File: config.mk
export PLATFORM = sky130hd
export DESIGN_NAME = matmul_top
export DESIGN_NICKNAME = d
export VERILOG_FILES = /design/src/common/matmul_pkg.sv /design/src/hdl/matmul_top.sv /design/src/hdl/matrix_bram.sv /design/src/hdl/result_buffer.sv /design/src/hdl/tile_sequencer.sv /design/src/systolic/systolic_array.sv /design/src/systolic/systolic_pe.sv
export SDC_FILE = /design/constraint.sdc
export NUM_CORES = 2
export LEC_CHECK = 0
export BUFFER_PORTS_ARGS = -buffer_cell sky130_fd_sc_hd__clkbuf_2
export CORE_ASPECT_RATIO = 1.5
export CORE_MARGIN = 8
export CORE_UTILIZATION = 48
export DETAILED_ROUTE_END_ITERATION = 12
export GPL_ROUTABILITY_DRIVEN = 0
export PLACE_DENSITY = 0.69
export SLEW_MARGIN = 0
export SYNTH_ARGS = -nofsm -noshare
export SYNTH_HDL_FRONTEND = slang
export SYNTH_SLANG_ARGS = --single-unit
File: constraint.sdc
create_clock -name clk -period 10.9 [get_ports clk]
set_input_delay 0 -clock clk [delete_from_list [all_inputs] [get_ports clk]]
set_output_delay 0 -clock clk [all_outputs]
set_load 0.005 [all_outputs]
File: src/common/matmul_pkg.sv
// ====================
// Shared types and constants for the systolic matrix multiplier
// Imported by wildcard into every RTL module that needs them
// ====================
`default_nettype none

package matmul_pkg;

    // Fixed-point format, Q7.8
    localparam int ELEM_W = 16;
    localparam int FRAC_W = 8;
    localparam int ACC_W  = 40;     // Headroom for long inner sums
    localparam int IDX_W  = 8;

    typedef logic signed [ELEM_W-1:0] elem_t;   // One matrix element
    typedef logic signed [ACC_W-1:0]  acc_t;    // Raw PE accumulator
    typedef logic        [IDX_W-1:0]  res_idx_t; // Row or column of C

    // Sequencer phases, one pass per output tile
    typedef enum logic [2:0] {
        IDLE,
        LOAD,   // Stream inner dimension
        DRAIN,  // Wait out read latency and skew
        STORE,  // One accumulator per cycle to C
        NEXT    // Clear accumulators, pick next tile
    } seq_state_t;

    // One write into the result buffer
    typedef struct packed {
        logic     en;
        res_idx_t row;
        res_idx_t col;
        acc_t     acc;      // Unscaled sum
    } res_wr_t;

endpackage

`default_nettype wire

File: src/hdl/matmul_top.sv
// ====================
// Matrix multiplier top: operand RAMs, systolic array, sequencer, C store
// Load A and B, pulse start, wait for done, read C by address
// ====================
`timescale 1ns/1ps
`default_nettype none

module matmul_top
    import matmul_pkg::*;
#(
    parameter  int BLOCK   = 2,
    parameter  int INNER   = 4,
    parameter  int A_ROWS  = 4,     // Multiple of BLOCK
    parameter  int B_COLS  = 4,     // Multiple of BLOCK
    localparam int A_DEPTH = (A_ROWS / BLOCK) * INNER,
    localparam int B_DEPTH = (B_COLS / BLOCK) * INNER,
    localparam int A_AW    = (A_DEPTH > 1) ? $clog2(A_DEPTH) : 1,
    localparam int B_AW    = (B_DEPTH > 1) ? $clog2(B_DEPTH) : 1,
    localparam int R_AW    = (A_ROWS * B_COLS > 1) ? $clog2(A_ROWS * B_COLS) : 1
) (
    input  logic              clk,
    input  logic              rst_n,
    input  logic              a_we,
    input  logic [A_AW-1:0]   a_addr,     // tile_row*INNER + k
    input  elem_t [BLOCK-1:0] a_data,
    input  logic              b_we,
    input  logic [B_AW-1:0]   b_addr,     // tile_col*INNER + k
    input  elem_t [BLOCK-1:0] b_data,
    input  logic              start,
    output logic              busy,
    output logic              done,
    input  logic [R_AW-1:0]   res_addr,
    output elem_t             res_data
);

    logic                    rd_en;
    logic [A_AW-1:0]         a_rd_addr;
    logic [B_AW-1:0]         b_rd_addr;
    elem_t [BLOCK-1:0]       a_rd_data;   // West edge feed
    elem_t [BLOCK-1:0]       b_rd_data;   // North edge feed
    logic                    feed_valid;
    logic                    clear;
    acc_t [BLOCK*BLOCK-1:0]  acc_all;
    res_wr_t                 res_wr;

    matrix_bram #(.DEPTH(A_DEPTH), .BLOCK(BLOCK)) a_mem (
        .clk   (clk),
        .we    (a_we),
        .waddr (a_addr),
        .wdata (a_data),
        .rd_en (rd_en),
        .raddr (a_rd_addr),
        .rdata (a_rd_data)
    );

    matrix_bram #(.DEPTH(B_DEPTH), .BLOCK(BLOCK)) b_mem (
        .clk   (clk),
        .we    (b_we),
        .waddr (b_addr),
        .wdata (b_data),
        .rd_en (rd_en),
        .raddr (b_rd_addr),
        .rdata (b_rd_data)
    );

    systolic_array #(.BLOCK(BLOCK)) u_array (
        .clk        (clk),
        .rst_n      (rst_n),
        .clear      (clear),
        .feed_valid (feed_valid),
        .a_col      (a_rd_data),
        .b_row      (b_rd_data),
        .acc_all    (acc_all)
    );

    tile_sequencer #(
        .BLOCK  (BLOCK),
        .INNER  (INNER),
        .A_ROWS (A_ROWS),
        .B_COLS (B_COLS)
    ) u_seq (
        .clk        (clk),
        .rst_n      (rst_n),
        .start      (start),
        .busy       (busy),
        .done       (done),
        .rd_en      (rd_en),
        .a_rd_addr  (a_rd_addr),
        .b_rd_addr  (b_rd_addr),
        .feed_valid (feed_valid),
        .clear      (clear),
        .acc_all    (acc_all),
        .res_wr     (res_wr)
    );

    result_buffer #(.A_ROWS(A_ROWS), .B_COLS(B_COLS)) u_res (
        .clk      (clk),
        .res_wr   (res_wr),
        .res_addr (res_addr),
        .res_data (res_data)
    );

endmodule

`default_nettype wire

File: src/hdl/matrix_bram.sv
// ====================
// Simple dual-port RAM for operand storage, one block row/col per word
// Host writes on one port, sequencer reads on the other
// ====================
`timescale 1ns/1ps
`default_nettype none

module matrix_bram
    import matmul_pkg::*;
#(
    parameter  int DEPTH = 8,
    parameter  int BLOCK = 2,
    localparam int AW    = (DEPTH > 1) ? $clog2(DEPTH) : 1
) (
    input  logic              clk,
    input  logic              we,
    input  logic [AW-1:0]     waddr,
    input  elem_t [BLOCK-1:0] wdata,
    input  logic              rd_en,
    input  logic [AW-1:0]     raddr,
    output elem_t [BLOCK-1:0] rdata
);

    elem_t [BLOCK-1:0] mem [DEPTH];     // Inferred, no init

    // Host write port
    always_ff @(posedge clk) begin
        if (we) begin
            mem[waddr] <= wdata;
        end
    end

    // Registered read, output holds while idle
    always_ff @(posedge clk) begin
        if (rd_en) begin
            rdata <= mem[raddr];        // Old data on same-address collision
        end
    end

endmodule

`default_nettype wire

File: src/hdl/result_buffer.sv
// ====================
// Full C matrix store, rescale and clamp on write
// Host reads by row*B_COLS+col, data one cycle later
// ====================
`timescale 1ns/1ps
`default_nettype none

module result_buffer
    import matmul_pkg::*;
#(
    parameter  int A_ROWS = 4,
    parameter  int B_COLS = 4,
    localparam int DEPTH  = A_ROWS * B_COLS,
    localparam int R_AW   = (DEPTH > 1) ? $clog2(DEPTH) : 1
) (
    input  logic            clk,
    input  res_wr_t         res_wr,
    input  logic [R_AW-1:0] res_addr,
    output elem_t           res_data
);

    // Clamp limits of elem_t, widened to accumulator size
    localparam acc_t SAT_HI = acc_t'((1 << (ELEM_W - 1)) - 1);
    localparam acc_t SAT_LO = acc_t'(-(1 << (ELEM_W - 1)));

    elem_t           mem [DEPTH];
    acc_t            scaled;
    elem_t           sat_val;
    logic [R_AW-1:0] waddr;

    assign scaled = res_wr.acc >>> FRAC_W;     // Drop product fraction, floor
    assign waddr  = R_AW'(res_wr.row * B_COLS + res_wr.col);

    // Saturate to Q7.8
    always_comb begin
        if (scaled > SAT_HI) begin
            sat_val = elem_t'(SAT_HI);
        end else if (scaled < SAT_LO) begin
            sat_val = elem_t'(SAT_LO);
        end else begin
            sat_val = elem_t'(scaled);          // Fits, plain truncation
        end
    end

    always_ff @(posedge clk) begin
        if (res_wr.en) begin
            mem[waddr] <= sat_val;
        end
    end

    // Host read port, always enabled
    always_ff @(posedge clk) begin
        res_data <= mem[res_addr];
    end

endmodule

`default_nettype wire

File: src/hdl/tile_sequencer.sv
// ====================
// Walks output tiles through LOAD, DRAIN, STORE and NEXT
// Tiles go row-major with tile_col fastest
// ====================
`timescale 1ns/1ps
`default_nettype none

module tile_sequencer
    import matmul_pkg::*;
#(
    parameter  int BLOCK     = 2,
    parameter  int INNER     = 4,
    parameter  int A_ROWS    = 4,
    parameter  int B_COLS    = 4,
    localparam int TILE_ROWS = A_ROWS / BLOCK,
    localparam int TILE_COLS = B_COLS / BLOCK,
    localparam int A_DEPTH   = TILE_ROWS * INNER,
    localparam int B_DEPTH   = TILE_COLS * INNER,
    localparam int A_AW      = (A_DEPTH > 1) ? $clog2(A_DEPTH) : 1,
    localparam int B_AW      = (B_DEPTH > 1) ? $clog2(B_DEPTH) : 1
) (
    input  logic                    clk,
    input  logic                    rst_n,
    input  logic                    start,
    output logic                    busy,
    output logic                    done,
    output logic                    rd_en,
    output logic [A_AW-1:0]         a_rd_addr,
    output logic [B_AW-1:0]         b_rd_addr,
    output logic                    feed_valid,
    output logic                    clear,
    input  acc_t [BLOCK*BLOCK-1:0]  acc_all,
    output res_wr_t                 res_wr
);

    // Counter widths with +1 to stay nonzero for size 1
    localparam int K_W  = $clog2(INNER + 1);
    localparam int D_W  = $clog2(2 * BLOCK + 1);
    localparam int E_W  = $clog2(BLOCK * BLOCK + 1);
    localparam int TR_W = $clog2(TILE_ROWS + 1);
    localparam int TC_W = $clog2(TILE_COLS + 1);

    seq_state_t      state;
    logic [K_W-1:0]  k_cnt;
    logic [D_W-1:0]  drain_cnt;
    logic [E_W-1:0]  st_cnt;        // Element within tile
    logic [TR_W-1:0] tile_row;
    logic [TC_W-1:0] tile_col;

    logic last_k, last_drain, last_st, last_tile;

    assign last_k     = (k_cnt == K_W'(INNER - 1));
    assign last_drain = (drain_cnt == D_W'(2 * BLOCK - 1));
    assign last_st    = (st_cnt == E_W'(BLOCK * BLOCK - 1));
    assign last_tile  = (tile_row == TR_W'(TILE_ROWS - 1)) &&
                        (tile_col == TC_W'(TILE_COLS - 1));

    // Memory reads straight from LOAD with data back next cycle
    assign rd_en     = (state == LOAD);
    assign a_rd_addr = A_AW'(tile_row * INNER + k_cnt);
    assign b_rd_addr = B_AW'(tile_col * INNER + k_cnt);
    assign clear     = (state == NEXT);     // Acc zero on NEXT edge
    assign busy      = (state != IDLE);

    always_ff @(posedge clk) begin
        if (!rst_n) begin
            state     <= IDLE;
            k_cnt     <= '0;
            drain_cnt <= '0;
            st_cnt    <= '0;
            tile_row  <= '0;
            tile_col  <= '0;
        end else begin
            case (state)
                IDLE: begin
                    if (start) begin            // Start ignored once busy
                        state    <= LOAD;
                        k_cnt    <= '0;
                        tile_row <= '0;
                        tile_col <= '0;
                    end
                end
                LOAD: begin
                    k_cnt <= k_cnt + 1'b1;
                    if (last_k) begin
                        state     <= DRAIN;
                        drain_cnt <= '0;
                    end
                end
                DRAIN: begin
                    drain_cnt <= drain_cnt + 1'b1;
                    if (last_drain) begin       // Last PE settled by now
                        state  <= STORE;
                        st_cnt <= '0;
                    end
                end
                STORE: begin
                    st_cnt <= st_cnt + 1'b1;
                    if (last_st) begin
                        state <= NEXT;
                    end
                end
                NEXT: begin
                    k_cnt <= '0;
                    if (last_tile) begin
                        state <= IDLE;
                    end else begin
                        state <= LOAD;
                        if (tile_col == TC_W'(TILE_COLS - 1)) begin
                            tile_col <= '0;
                            tile_row <= tile_row + 1'b1;
                        end else begin
                            tile_col <= tile_col + 1'b1;
                        end
                    end
                end
                default: state <= IDLE;
            endcase
        end
    end

    // Control pulses, delayed feed strobe and store payload
    always_ff @(posedge clk) begin
        if (!rst_n) begin
            feed_valid <= 1'b0;
            done       <= 1'b0;
            res_wr.en  <= 1'b0;
        end else begin
            feed_valid <= rd_en;        // Aligned with rdata
            done       <= (state == STORE) && last_st && last_tile;
            res_wr.en  <= (state == STORE);
        end
        // One accumulator per cycle with its absolute position
        res_wr.row <= res_idx_t'(tile_row * BLOCK + st_cnt / BLOCK);
        res_wr.col <= res_idx_t'(tile_col * BLOCK + st_cnt % BLOCK);
        res_wr.acc <= acc_all[st_cnt];
    end

endmodule

`default_nettype wire

File: src/systolic/systolic_array.sv
// ====================
// BLOCK x BLOCK grid of PEs with skewed west and north inputs
// Accumulators exposed flat, index row*BLOCK+col
// ====================
`timescale 1ns/1ps
`default_nettype none

module systolic_array
    import matmul_pkg::*;
#(
    parameter int BLOCK = 2
) (
    input  logic                     clk,
    input  logic                     rst_n,
    input  logic                     clear,
    input  logic                     feed_valid,
    input  elem_t [BLOCK-1:0]        a_col,     // Column k of A block
    input  elem_t [BLOCK-1:0]        b_row,     // Row k of B block
    output acc_t  [BLOCK*BLOCK-1:0]  acc_all
);

    // Links between PEs, one extra slot at the far edges
    elem_t a_h [BLOCK][BLOCK+1];    // West to east
    logic  v_h [BLOCK][BLOCK+1];    // Valid rides with A
    elem_t b_v [BLOCK+1][BLOCK];    // North to south

    genvar i, j;

    // Edge skew, lane i delayed by i cycles
    for (i = 0; i < BLOCK; i++) begin : g_skew
        if (i == 0) begin : g_direct
            assign a_h[0][0] = a_col[0];
            assign v_h[0][0] = feed_valid;
            assign b_v[0][0] = b_row[0];
        end else begin : g_delay
            elem_t a_sr [i];
            elem_t b_sr [i];
            logic  v_sr [i];

            always_ff @(posedge clk) begin
                a_sr[0] <= a_col[i];
                b_sr[0] <= b_row[i];
                for (int d = 1; d < i; d++) begin
                    a_sr[d] <= a_sr[d-1];
                    b_sr[d] <= b_sr[d-1];
                end
            end

            // Valid lane gets a reset, data lanes do not
            always_ff @(posedge clk) begin
                if (!rst_n) begin
                    for (int d = 0; d < i; d++) begin
                        v_sr[d] <= 1'b0;
                    end
                end else begin
                    v_sr[0] <= feed_valid;
                    for (int d = 1; d < i; d++) begin
                        v_sr[d] <= v_sr[d-1];
                    end
                end
            end

            assign a_h[i][0] = a_sr[i-1];   // Row i enters late by i
            assign v_h[i][0] = v_sr[i-1];
            assign b_v[0][i] = b_sr[i-1];   // Column i enters late by i
        end
    end

    // PE grid, A and B for step k meet at PE(i,j) after i+j cycles
    for (i = 0; i < BLOCK; i++) begin : g_row
        for (j = 0; j < BLOCK; j++) begin : g_col
            systolic_pe u_pe (
                .clk       (clk),
                .rst_n     (rst_n),
                .clear     (clear),
                .valid_in  (v_h[i][j]),
                .a_in      (a_h[i][j]),
                .b_in      (b_v[i][j]),
                .valid_out (v_h[i][j+1]),
                .a_out     (a_h[i][j+1]),
                .b_out     (b_v[i+1][j]),
                .acc       (acc_all[i*BLOCK+j])
            );
        end
    end

endmodule

`default_nettype wire

File: src/systolic/systolic_pe.sv
// ====================
// Output-stationary PE: multiply, accumulate, pass operands east/south
// ====================
`timescale 1ns/1ps
`default_nettype none

module systolic_pe
    import matmul_pkg::*;
(
    input  logic  clk,
    input  logic  rst_n,
    input  logic  clear,
    input  logic  valid_in,
    input  elem_t a_in,
    input  elem_t b_in,
    output logic  valid_out,
    output elem_t a_out,
    output elem_t b_out,
    output acc_t  acc
);

    logic signed [2*ELEM_W-1:0] prod;   // Q14.16, rescaled later in buffer

    assign prod = a_in * b_in;

    // Accumulator and valid chain
    always_ff @(posedge clk) begin
        if (!rst_n) begin
            acc       <= '0;
            valid_out <= 1'b0;
        end else begin
            valid_out <= valid_in;
            if (clear) begin
                acc <= '0;                      // Clear wins over a late pair
            end else if (valid_in) begin
                acc <= acc + acc_t'(prod);      // Sign extended
            end
        end
    end

    // Operand forwarding to neighbours
    always_ff @(posedge clk) begin
        a_out <= a_in;  // East
        b_out <= b_in;  // South
    end

endmodule

`default_nettype wire

==> out/results.txt <==
Worst slew margin: 0.323
# fillers: 15,800
CTS Buf Count: 113
post-cts sizing count: 0
max capacitance violation total: 0
port bufs: 96
cell area after synthesis: 0.0905 mm^2
Post-synth EDFFs: 832
die area: 0.203 mm^2
later-pin clock latency in the skew report: 0.80 ns
Setup-failing EPs final: 0
Async SR Flop Fraction: 0
Critical Path Max Stage Delay: 0.86 ns
crit path from: u_array.g_row[0].g_col[0].u_pe.b_out[1]$_DFF_P_
antenna viol nets, final: 0
status: finished, final reports clean
DRC viols: 0
vias in the first global route: 62,400
hold worst-path end: b_mem.mem[2][4]$_DFFE_PP_
highest clock rate: 0.133 GHz
I/O pin count: 97
total wire length: 213 mm
Yosys Warn Count: 0
width of the die: 371 um
RSZ-0062 raised after global routing: false
DRT Pass-1 Iters: 8
WP buf/inv: 5
initial antenna violation count: 6
Setup Crit Path Kind: flip-flop to flip-flop
gr ovfl total: 0
Final #Nets: 9,453
maximum level of the CTS H-tree: 3
Core Region: 0.188 mm^2
crit end category: flip-flop
largest net degree at the start of global routing: 65
Worst Path Arrival: 8.12 ns
clk buf depth: 3
Seq/Total Area, Yosys: 0.349
reg2reg end: u_array.g_row[1].g_col[0].u_pe.acc[39]$_SDFFE_PP0P_
cell family with most CP delay: adder cells
gr usage total: 0.215
Worst EP required: 11.52 ns
Area growth, synth to finish: 9.19%
CTS Sinks: 1,163
Net Count, Synth: 9,348
Tightest Pin Transition: 1.01 ns
CP Cell Sequence: nand2_1, inv_1, fa_1, fa_1, inv_1, fa_1, fa_1, inv_1, fa_1, inv_1, fa_1, inv_1, ha_1, a21o_1, a21o_1, a21oi_1, nor2b_1, a21oi_1, o41ai_1, a31oi_1, a31oi_1, xnor2_1, o21ai_0
FF-to-FF path depth: 23
CP max stage cell: dfxtp_1
Final Instance Count excl. Fillers: 10,200
Final TNS setup: 0 ns
period utilization: 0.689
layout cell share with drive strength beyond 1: 0.0924
Avg Cell Area, Syn: 12.1 um^2
Detailed Place HPWL: 161 mm
dpl cells: 9,845
Setup crit start kind: flip-flop
fin crit period: 7.51 ns
global-route wire length before repair: 341 mm
Routed WL per cell: 21.0 um
Setup WS pre-CTS: 3.49 ns
drt via density: 5.40
synthesized instance count: 7,481
Initial Utilization: 0.482
FF-to-FF Start: u_array.g_row[0].g_col[0].u_pe.b_out[1]$_DFF_P_
Multi-input gate area: 0.0521 mm^2
number of synthesized register bits: 1,163
Site Rows: 195
Crit Path Max Fanout: 16
clk root buf: clkbuf_16
HP Class: primary input to flip-flop
final setup skew: 0.0769 ns
DIE HEIGHT: 548 um
Vias: 54,800
Reg clk slew, reported paths: 0.06 ns
Final Hold Vio Count: 0
fin. max-slew vios: 0
Distinct cells, synth: 74
Worst path most repeated cell: fa_1
CTS tree: built
Post-synth top flop: edfxtp_1
Hold Crit Depth: 2
HP Start: b_data[4]
worst setup margin: 3.39 ns
reg2reg setup slack: 3.39 ns
Initial DRC Count: 3,082
storage element area: 0.0316 mm^2
-- kinds of logic after synthesis --
group,count (synthesis),share of synthesized area
AOI/OAI and AO/OA,495,0.0359
adders and majority gates,1788,0.357
muxes,416,0.0801
DFF,1163,0.349
and+or+nand+nor,1587,0.0846
buffers and inverters,1869,0.0776
xor gates and xnor gates,163,0.0158
-- cells in the mapped netlist (all sizes together), types with 40 or more instances --
library cell | number | share of area
a21o | 66 | 0.0055
a21oi | 143 | 0.0079
and2 | 471 | 0.033
buf | 43 | 0.0018
clkbuf | 216 | 0.0090
dfxtp | 331 | 0.073
edfxtp | 832 | 0.28
fa | 1320 | 0.29
ha | 468 | 0.065
inv | 1609 | 0.067
mux2 | 67 | 0.0083
mux2i | 109 | 0.012
mux4 | 240 | 0.060
nand2 | 603 | 0.025
nand3 | 40 | 0.0022
nor2 | 301 | 0.012
o21a | 47 | 0.0039
o21ai | 93 | 0.0052
xnor2 | 116 | 0.011
xor2 | 47 | 0.0045
-- stage by stage --
step	area, um^2	hold WS (ns)	util
after detailed placement	93800	0.279	0.499
after CTS	98800	0.000683	0.526
after global routing	98800	0.0501	0.526
after global placement	93800	0.265	0.499
final	98800	0.0515	0.526
after floorplan	90500	0.0989	-
-- repair_timing --
action	4_1_cts	5_1_grt
endpoints found under the hold margin	710	0
hold buffers	88	0
buffers inserted	0	0
-- worst reg2reg max path: cells and delay by family (launching register included) --
kind | cells | cell delay (ns)
xor gates and xnor gates | 1 | 0.13
DFF | 1 | 0.86
AOI/OAI and AO/OA | 8 | 1.60
adders and majority gates | 7 | 3.69
and+or+nand+nor | 2 | 0.54
buffers and inverters | 5 | 0.52
-- registers in the layout, summed over array words and instances (netlist names), 32 cells and up --
signal                          cells
b_mem.mem                         256
u_array.g_row.g_col.u_pe.a_out     32
b_mem.rdata                        32
a_mem.mem                         256
u_array.g_row.g_col.u_pe.acc      160
u_seq.res_wr                       38
u_res.mem                         256
a_mem.rdata                        32
u_array.g_row.g_col.u_pe.b_out     32
-- cell type report --
class                   count  share of cell area
well taps                2462              0.0312
multi-input cells        4449               0.527
inverters                1610              0.0612
repair buffers            249              0.0187
clock buffers             137              0.0306
clock inverters            77              0.0113
flip-flops and latches   1163               0.320
diodes                      7            0.000177
-- metal layers --
metal  up-vias  global-route usage  wire length [um]
met2      1410               0.405            117000
met3       574              0.0240              8230
met5         -                   0                11
met1     28700               0.236             75700
met4         2               0.111             12300
li1      24100                   -                 -
-- layout by cell type, fill, tap and decap left out, drive strengths merged, types with 23 or more instances in the layout --
cell / count
a211oi: 27
a21o: 66
a21oi: 143
and2: 471
buf: 66
clkbuf: 232
clkinv: 44
dfxtp: 331
dlygate4sd3: 88
edfxtp: 832
fa: 1320
ha: 468
inv: 1616
mux2: 67
mux2i: 109
mux4: 240
nand2: 603
nand2b: 28
nand3: 40
nor2: 301
nor2b: 23
nor3: 28
o21a: 47
o21ai: 93
o21bai: 27
xnor2: 116
xor2: 47
-- worst max-delay path by stage --
stage | end | slack [ns] | cells past startpoint
floorplan | u_array.g_row[0].g_col[1].u_pe.acc[39]$_SDFFE_PP0P_ | 4.26 | 24
CTS | u_array.g_row[0].g_col[1].u_pe.acc[39]$_SDFFE_PP0P_ | 3.49 | 23
global route | u_array.g_row[0].g_col[1].u_pe.acc[38]$_SDFFE_PP0P_ | 3.13 | 23
detailed placement | u_array.g_row[0].g_col[1].u_pe.acc[39]$_SDFFE_PP0P_ | 3.49 | 23
global placement | u_array.g_row[0].g_col[1].u_pe.acc[39]$_SDFFE_PP0P_ | 3.53 | 23
finish | u_array.g_row[1].g_col[0].u_pe.acc[39]$_SDFFE_PP0P_ | 3.39 | 23
Power is left out: the tool's default activity adds up to more than one toggle a clock period on the data nets, which glitch-free logic cannot reach.
